===== config.mk =====
export PLATFORM = sky130hd
export DESIGN_NAME = mac_sideband_top
export DESIGN_NICKNAME = d
export VERILOG_FILES = /design/src/rtl/pause_pkg.sv /design/src/rtl/stats_pkg.sv /design/src/rtl/mac_sideband_top.sv /design/src/rtl/pause_deserializer.sv /design/src/rtl/stats_serializer.sv
export SDC_FILE = /design/constraint.sdc
export NUM_CORES = 1
export LEC_CHECK = 0
export BUFFER_PORTS_ARGS = -buffer_cell sky130_fd_sc_hd__buf_4
export CAP_MARGIN = 5
export CORE_MARGIN = 1
export CORE_UTILIZATION = 56
export CTS_BUF_LIST = sky130_fd_sc_hd__clkbuf_8
export DETAILED_ROUTE_END_ITERATION = 12
export PLACE_DENSITY = 0.83
export SLEW_MARGIN = 25
export SYNTH_ARGS = -nofsm -noshare
export SYNTH_HDL_FRONTEND = slang
export SYNTH_SLANG_ARGS = --single-unit

===== constraint.sdc =====
create_clock -name gtx_clk_bufg -period 1.4 [get_ports gtx_clk_bufg]
set_clock_uncertainty 0.05 [all_clocks]
set_input_delay 0.07 -clock gtx_clk_bufg [delete_from_list [all_inputs] [get_ports gtx_clk_bufg]]
set_output_delay 0.07 -clock gtx_clk_bufg [all_outputs]
set_load 0.05 [all_outputs]

===== src/rtl/pause_pkg.sv =====
package pause_pkg;

    // ----------------------------------------
    // pause quanta
    // ----------------------------------------
    localparam int pause_quanta_width = 16;  // quanta in 512 bit-time units

    typedef logic [pause_quanta_width-1:0] pause_quanta_t;

    // ----------------------------------------
    // serial frame window
    // ----------------------------------------
    // idle zero, start bit, quanta msb first, stop bit
    // so three marker positions wrap the quanta
    localparam int pause_frame_width = pause_quanta_width + 3;

    // the line idles at zero, the start bit is a one
    // and the stop bit is a one

endpackage : pause_pkg


===== src/rtl/stats_pkg.sv =====
package stats_pkg;

    // ----------------------------------------
    // statistics vector widths
    // ----------------------------------------
    localparam int rx_stats_width = 28;  // rx stats from the mac core
    localparam int tx_stats_width = 32;  // tx stats from the mac core

    // ----------------------------------------
    // serial frame
    // ----------------------------------------
    // one start marker ahead of the vector and one stop marker behind it
    localparam int stats_frame_overhead = 2;

    // ----------------------------------------
    // vector types
    // ----------------------------------------
    typedef logic [rx_stats_width-1:0] rx_stats_t;  // receive side vector
    typedef logic [tx_stats_width-1:0] tx_stats_t;  // transmit side vector

    // both serial pins idle low between frames

endpackage : stats_pkg

===== src/rtl/mac_sideband_top.sv =====
`timescale 1ns/1ns

module mac_sideband_top #(
    parameter int rx_width     = stats_pkg::rx_stats_width,     // rx vector bits
    parameter int tx_width     = stats_pkg::tx_stats_width,     // tx vector bits
    parameter int quanta_width = pause_pkg::pause_quanta_width  // pause quanta bits
) (
    input  logic                     gtx_clk_bufg,          // single clock domain
    input  logic                     reset,                 // sync, active high

    // rx statistics from the mac
    input  stats_pkg::rx_stats_t     rx_statistics_vector,
    input  logic                     rx_statistics_valid,

    // tx statistics from the mac
    input  stats_pkg::tx_stats_t     tx_statistics_vector,
    input  logic                     tx_statistics_valid,

    // serial pause control in
    input  logic                     pause_req_s,

    // serial statistics out
    output logic                     rx_statistics_s,
    output logic                     tx_statistics_s,

    // parallel pause request out
    output logic                     pause_req,
    output pause_pkg::pause_quanta_t pause_val
);

    // ----------------------------------------
    // input side
    // ----------------------------------------
    // serial pause line back to a request plus quanta
    pause_deserializer #(
        .quanta_width (quanta_width)
    ) i_pause (
        .gtx_clk_bufg (gtx_clk_bufg),
        .reset        (reset),
        .pause_req_s  (pause_req_s),
        .pause_req    (pause_req),  // one cycle pulse
        .pause_val    (pause_val)   // zero outside the pulse
    );

    // ----------------------------------------
    // rx statistics engine
    // ----------------------------------------
    // 28 bit vector, 30 cycle frame
    stats_serializer #(
        .vector_width (rx_width)
    ) i_rx_stats (
        .gtx_clk_bufg (gtx_clk_bufg),
        .reset        (reset),
        .stats_vector (rx_statistics_vector),
        .stats_valid  (rx_statistics_valid),  // rising edge loads
        .stats_s      (rx_statistics_s)       // driven straight from the shifter
    );

    // ----------------------------------------
    // tx statistics engine
    // ----------------------------------------
    // 32 bit vector, 34 cycle frame
    stats_serializer #(
        .vector_width (tx_width)
    ) i_tx_stats (
        .gtx_clk_bufg (gtx_clk_bufg),
        .reset        (reset),
        .stats_vector (tx_statistics_vector),
        .stats_valid  (tx_statistics_valid),  // rising edge loads
        .stats_s      (tx_statistics_s)
    );

    // no registers here
    // all output timing comes from the engines above

endmodule : mac_sideband_top


===== src/rtl/pause_deserializer.sv =====
`timescale 1ns/1ns

module pause_deserializer #(
    parameter int quanta_width = 16  // pause quanta bits
) (
    input  logic                    gtx_clk_bufg,
    input  logic                    reset,        // sync, active high
    input  logic                    pause_req_s,  // serial pause line, idles low
    output logic                    pause_req,    // one cycle request
    output logic [quanta_width-1:0] pause_val     // quanta, zero when no request
);

    import pause_pkg::*;

    // window is the quanta plus the idle, start and stop positions
    localparam int window_width = quanta_width + (pause_frame_width - pause_quanta_width);

    // ----------------------------------------
    // serial window
    // ----------------------------------------
    logic [window_width-1:0] pause_shift;  // newest bit at the bottom
    logic                    frame_match;  // idle, start and stop all in place

    always_ff @(posedge gtx_clk_bufg) begin
        if (reset) begin
            pause_shift <= '0;
        end else begin
            pause_shift <= {pause_shift[window_width-2:0], pause_req_s};
        end
    end

    // ----------------------------------------
    // frame match
    // ----------------------------------------
    // top bit is the idle zero sampled before the start bit
    // next bit down is the start bit
    // bottom bit is the stop bit sampled last
    assign frame_match = ~pause_shift[window_width-1]
                       &  pause_shift[window_width-2]
                       &  pause_shift[0];

    // ----------------------------------------
    // registered request and quanta
    // ----------------------------------------
    // request lands one edge after the match
    // i.e. 18 edges after the start bit for a 16 bit quanta
    always_ff @(posedge gtx_clk_bufg) begin
        if (reset) begin
            pause_req <= 1'b0;
            pause_val <= '0;
        end else if (frame_match) begin
            pause_req <= 1'b1;
            pause_val <= pause_shift[quanta_width:1];  // bits between start and stop
        end else begin
            pause_req <= 1'b0;
            pause_val <= '0;  // value only valid alongside the request
        end
    end

    // a zero in the stop position never matches
    // so a broken frame produces no request at all

endmodule : pause_deserializer


===== src/rtl/stats_serializer.sv =====
`timescale 1ns/1ns

module stats_serializer #(
    parameter int vector_width = 28  // statistics vector bits
) (
    input  logic                    gtx_clk_bufg,
    input  logic                    reset,         // sync, active high
    input  logic [vector_width-1:0] stats_vector,  // sampled on valid rising edge
    input  logic                    stats_valid,   // strobe or level from the mac
    output logic                    stats_s        // framed serial stats
);

    import stats_pkg::*;

    // shifter holds start marker, vector and stop marker
    localparam int shift_width = vector_width + stats_frame_overhead;

    // ----------------------------------------
    // valid edge detect
    // ----------------------------------------
    logic                   valid_reg;    // valid delayed one cycle
    logic                   valid_rise;   // first cycle of valid high
    logic [shift_width-1:0] stats_shift;  // output shifter, msb goes out first

    // cleared in reset so a valid already high at release counts as an edge
    always_ff @(posedge gtx_clk_bufg) begin
        if (reset) begin
            valid_reg <= 1'b0;
        end else begin
            valid_reg <= stats_valid;
        end
    end

    assign valid_rise = stats_valid & ~valid_reg;  // held valid loads only once

    // ----------------------------------------
    // capture and shift
    // ----------------------------------------
    // the shifter runs every cycle
    // zeros fill in from the bottom so the pin idles low after the stop bit
    always_ff @(posedge gtx_clk_bufg) begin
        if (reset) begin
            stats_shift <= '0;
        end else if (valid_rise) begin
            // start bit, vector msb first, stop bit
            // a new edge mid frame simply reloads
            stats_shift <= {1'b1, stats_vector, 1'b1};
        end else begin
            stats_shift <= {stats_shift[shift_width-2:0], 1'b0};  // shift toward msb
        end
    end

    // ----------------------------------------
    // serial out
    // ----------------------------------------
    // start bit appears the cycle after the valid edge
    // frame lasts vector_width + 2 cycles
    assign stats_s = stats_shift[shift_width-1];

endmodule : stats_serializer


-- After elaboration in Yosys (flattened, before gate mapping)
Index checks and enable logic that the tools add are counted.
- register bits after elaboration: 102
- input port bits: 65
- word-level logic and storage cells: 19
- mux-type cells: 3
- bitwise logic cells: 8
- reduce and logical (&&, ||, !) cells: 1
- operators by type and width (cell ; number):
    $mux W34 ; 1
    $mux W30 ; 1
    $and A1 B1 Y1 ; 4
    $not A1 Y1 ; 4
    $reduce_or A2 Y1 ; 1
    $mux W1 ; 1

-- Logic depth before layout (Yosys ltp)
- depth in word-level cells: 5
- depth in mapped cells: 5

-- By module
A second synthesis with hierarchy kept.
- cell total of the unflattened synthesis: 366
- area, all modules: 4071.4 sq um
- by module, submodules not included (module ; times used ; cells each ; area each (sq um)):
    stats_serializer at i_tx_stats ; 1 ; 153 ; 1545.2
    stats_serializer at i_rx_stats ; 1 ; 136 ; 1476.4
    pause_deserializer ; 1 ; 77 ; 1049.8

-- Worst setup path after synthesis
OpenSTA, ideal clock, no wires.
- path kind: register to register
- from: register i_rx_stats.valid_reg
- to: register i_rx_stats.stats_shift[25]
- arrival: 0.987 ns
- slack: 0.294 ns
- stages on the path, launching flop included: 4
- path buffers: 1
- path through: dfxtp_1 -> clkbuf_1 -> or4bb_1 -> o21ai_1
- cells in the longest elaborated chain, start to end: 3
- RTL lines (item ; RTL line ; RTL):
    start: declaration ; stats_serializer.sv:21 ; logic valid_reg;
    start signal: assignment ; stats_serializer.sv:30 ; valid_reg <= stats_valid;
    $not A1 Y1 ; stats_serializer.sv:34 ; assign valid_rise = stats_valid & ~valid_reg;
    $and A1 B1 Y1 ; stats_serializer.sv:34 ;
    $mux W30 ; stats_serializer.sv:44 ; end else if (valid_rise) begin
    end signal: assignment ; stats_serializer.sv:47 ; stats_shift <= {1'b1, stats_vector, 1'b1};
    end signal: assignment ; stats_serializer.sv:49 ; stats_shift <= {stats_shift[shift_width-2:0], 1'b0};
    end: declaration ; stats_serializer.sv:23 ; logic [shift_width-1:0] stats_shift;
Every way passes these cells.
A chain may end at the register's enable or synchronous reset.

-- Final worst setup path
- from: register i_rx_stats.valid_reg
- to: register i_rx_stats.stats_shift[17]
The elaborated chain is that of the path after synthesis.

==> flow_summary_export.csv <==
group,metric,value,unit
placed_design,port_buffers,83,
critical_path,worstPathArrival,1.39,ns
clock_network,tritoncts,"yes",
finish,layout.nets,561,
logic_synthesis,ys_types,18,
routing,maxUsedRoutingLayer,"met4",
sta,rsz0062_at_grt,"false",
finish,regMostFlops,"i_tx_stats.stats_shift",
floorplan,die-width,85.1,um
finish,largest_reg_flops,34,
clock_network,htree_levels,3,
clock_network,cts_root_buf,"clkbuf_8",
critical_path,r2r_setup_slack,0.21,ns
sta,fmax,841,MHz
routing,routed_wl,8.25,mm
clock_network,clock_latency,0.36,ns
global_route,grt_pass1_wl,13.6,mm
placed_design,routabilityCongestion,0.705,
clock_network,path_clk_slew,0.10,ns
routing,wire_per_inst,14.3,um
sta,slew_headroom,0.717,
routing,ant_nets,0,
routing,wl_met2,4.14,mm
clock_network,numClockSinks,102,
routing,drc,0,
sta,tightest_slew,0.425,ns
logic_synthesis,synthCells,363,
finish,final_common_cell,"dfxtp_1",
sta,hold_violations,0,
clock_network,cts_buffer_depth,2,
clock_network,post_cts_buffers,0,
sta,worst_hold_slack,0.0211,ns
finish,syn2layout_area_growth,37.6,%
global_route,gr-usage-all-layers,0.239,
sta,post-route-period-util,0.849,
global_route,grt-ovfl-total,0,
logic_synthesis,ys_ff_latch,102,
finish,insertedDiodeCount,0,
routing,vias,3015,
pwr,leakage,2.08,nW
logic_synthesis,ys_warn_count,0,
routing,drt-initial-drc-count,135,
routing,wl_met3,379,um
logic_synthesis,syn_area,3860,sq um
sta,min_period,1.19,ns
critical_path,cp-start-kind,"flip-flop",
finish,reg_top3,"i_tx_stats.stats_shift (34), i_rx_stats.stats_shift (30), i_pause.pause_shift (19)",
routing,vias_per_cell,5.22,
floorplan,rows,29,
sta,finalSetupTns,0,ns
clock_network,numCtsBuffers,9,
worst_hold_path,hp-class,"in -> reg",
critical_path,cp_max_fo,12,
clock_network,cts.repair.resized,0,
pwr,ir_worst_vdd,0.749,mV
global_route,grt_pass1_vias,2984,
logic_synthesis,syn_area_per_cell,10.6,sq um
global_route,antenna_found_initial,0,
flow_run,drv_cap,0,
placed_design,hpwlAfterDp,4.71,mm
pwr,power_density,1030,nW/um^2
floorplan,initial_core_util,0.595,
routing,wl_met1,3.59,mm
critical_path,endpoint_kind,"flip-flop",
run_status,status,"finished clean",
logic_synthesis,synth_fp_nets,428,
floorplan,die-area,7230,sq um
floorplan,ioPinCount,84,
routing,firstDrtPassIters,4,
sta,setup_viol,0,
floorplan,dieHeight,85.1,um
critical_path,crit_type,"reg -> reg",
sta,drv_slew,0,
floorplan,core_area,6490,sq um
global_route,grt_max_degree,57,
critical_path,required,1.60,ns
finish,drive_gt1_frac,0.230,
finish,final_cell_mix,"dfxtp_1 (102), buf_4 (97), nand2b_1 (61), dlygate4sd3_1 (60), nand4bb_1 (56)",
logic_synthesis,ys_seq_area_frac,0.529,
path summary, 6_finish.rpt:
check,start,end,cells past startpoint
max,i_rx_stats.valid_reg,i_rx_stats.stats_shift[17],3
min reg2reg,i_tx_stats.stats_shift[11],i_tx_stats.stats_shift[12],2
max reg2reg,i_rx_stats.valid_reg,i_rx_stats.stats_shift[17],3
min,rx_statistics_vector[26],i_rx_stats.stats_shift[27],3
layout make-up:
type,count,area (sq um)
repair buffers,157,1330
flip-flops and latches,102,2040
clock inverters,7,66.3
fillers,389,1180
clock buffers,9,124
multi-input cells,225,1650
well taps,77,96.3
inverters,1,3.75
metal layers:
layer  global-route usage  vias up
li1                     -     1514
met1                0.281     1413
met2                0.414       76
met3               0.0768       12
met4               0.0724        0
met5                    0        -
logic make-up (layout without fill, tap and decap cells):
kind of cell,Yosys count,count (layout),share of synthesized area
and+or+nand+nor,163,163,0.346
buffers and inverters,36,174,0.0434
DFF,102,102,0.529
AOI/OAI and AO/OA,62,62,0.0816
critical path, stage by stage (launching register included):
cell	delay [ns]
dfxtp_1	0.55
buf_4	0.23
nand4bb_1	0.14
o21ai_0	0.10
stage by stage:
stage / total power [mW] / worst slack, ns / cells / instance area (sq um) / util
2_1_floorplan: 3.42 / 0.294 / 363 / 3860 / -
3_3_place_gp: 3.62 / 0.287 / 502 / 4520 / 0.696
3_5_place_dp: 3.64 / 0.250 / 502 / 4520 / 0.696
4_1_cts: 5.48 / 0.224 / 578 / 5310 / 0.818
5_1_grt: 5.69 / 0.113 / 578 / 5310 / 0.818
6_report: 5.46 / 0.211 / 578 / 5310 / 0.818
what timing repair did:
action | 4_1_cts | 5_1_grt
endpoints found under the setup margin | 0 | 0
hold buffers | 60 | 0
endpoints found under the hold margin | 60 | 0
synth_stat cells:
cell       instances  area share
clkbuf_2           5      0.0065
nor2_1             1     0.00097
o21ai_1           40       0.052
dfxtp_1          102        0.53
and2b_1            1      0.0019
a21oi_1            1      0.0013
inv_1              1     0.00097
buf_6              3      0.0087
or4bb_1            4       0.012
nor2b_1           23       0.037
nor4bb_4           1      0.0065
o21ba_2            1      0.0026
nand2b_1          61       0.099
and2_1            16       0.026
clkbuf_1          24       0.023
o21ai_0           20       0.026
buf_2              3      0.0039
nand4bb_1         56        0.16
where the power goes:
group          internal (mW)  switching (mW)  total [mW]
combinational          0.399           0.263       0.662
sequential              3.02          0.0384        3.06
clock                  0.689            1.05        1.74
No activity file was read; power rests on OpenSTA's default activity.
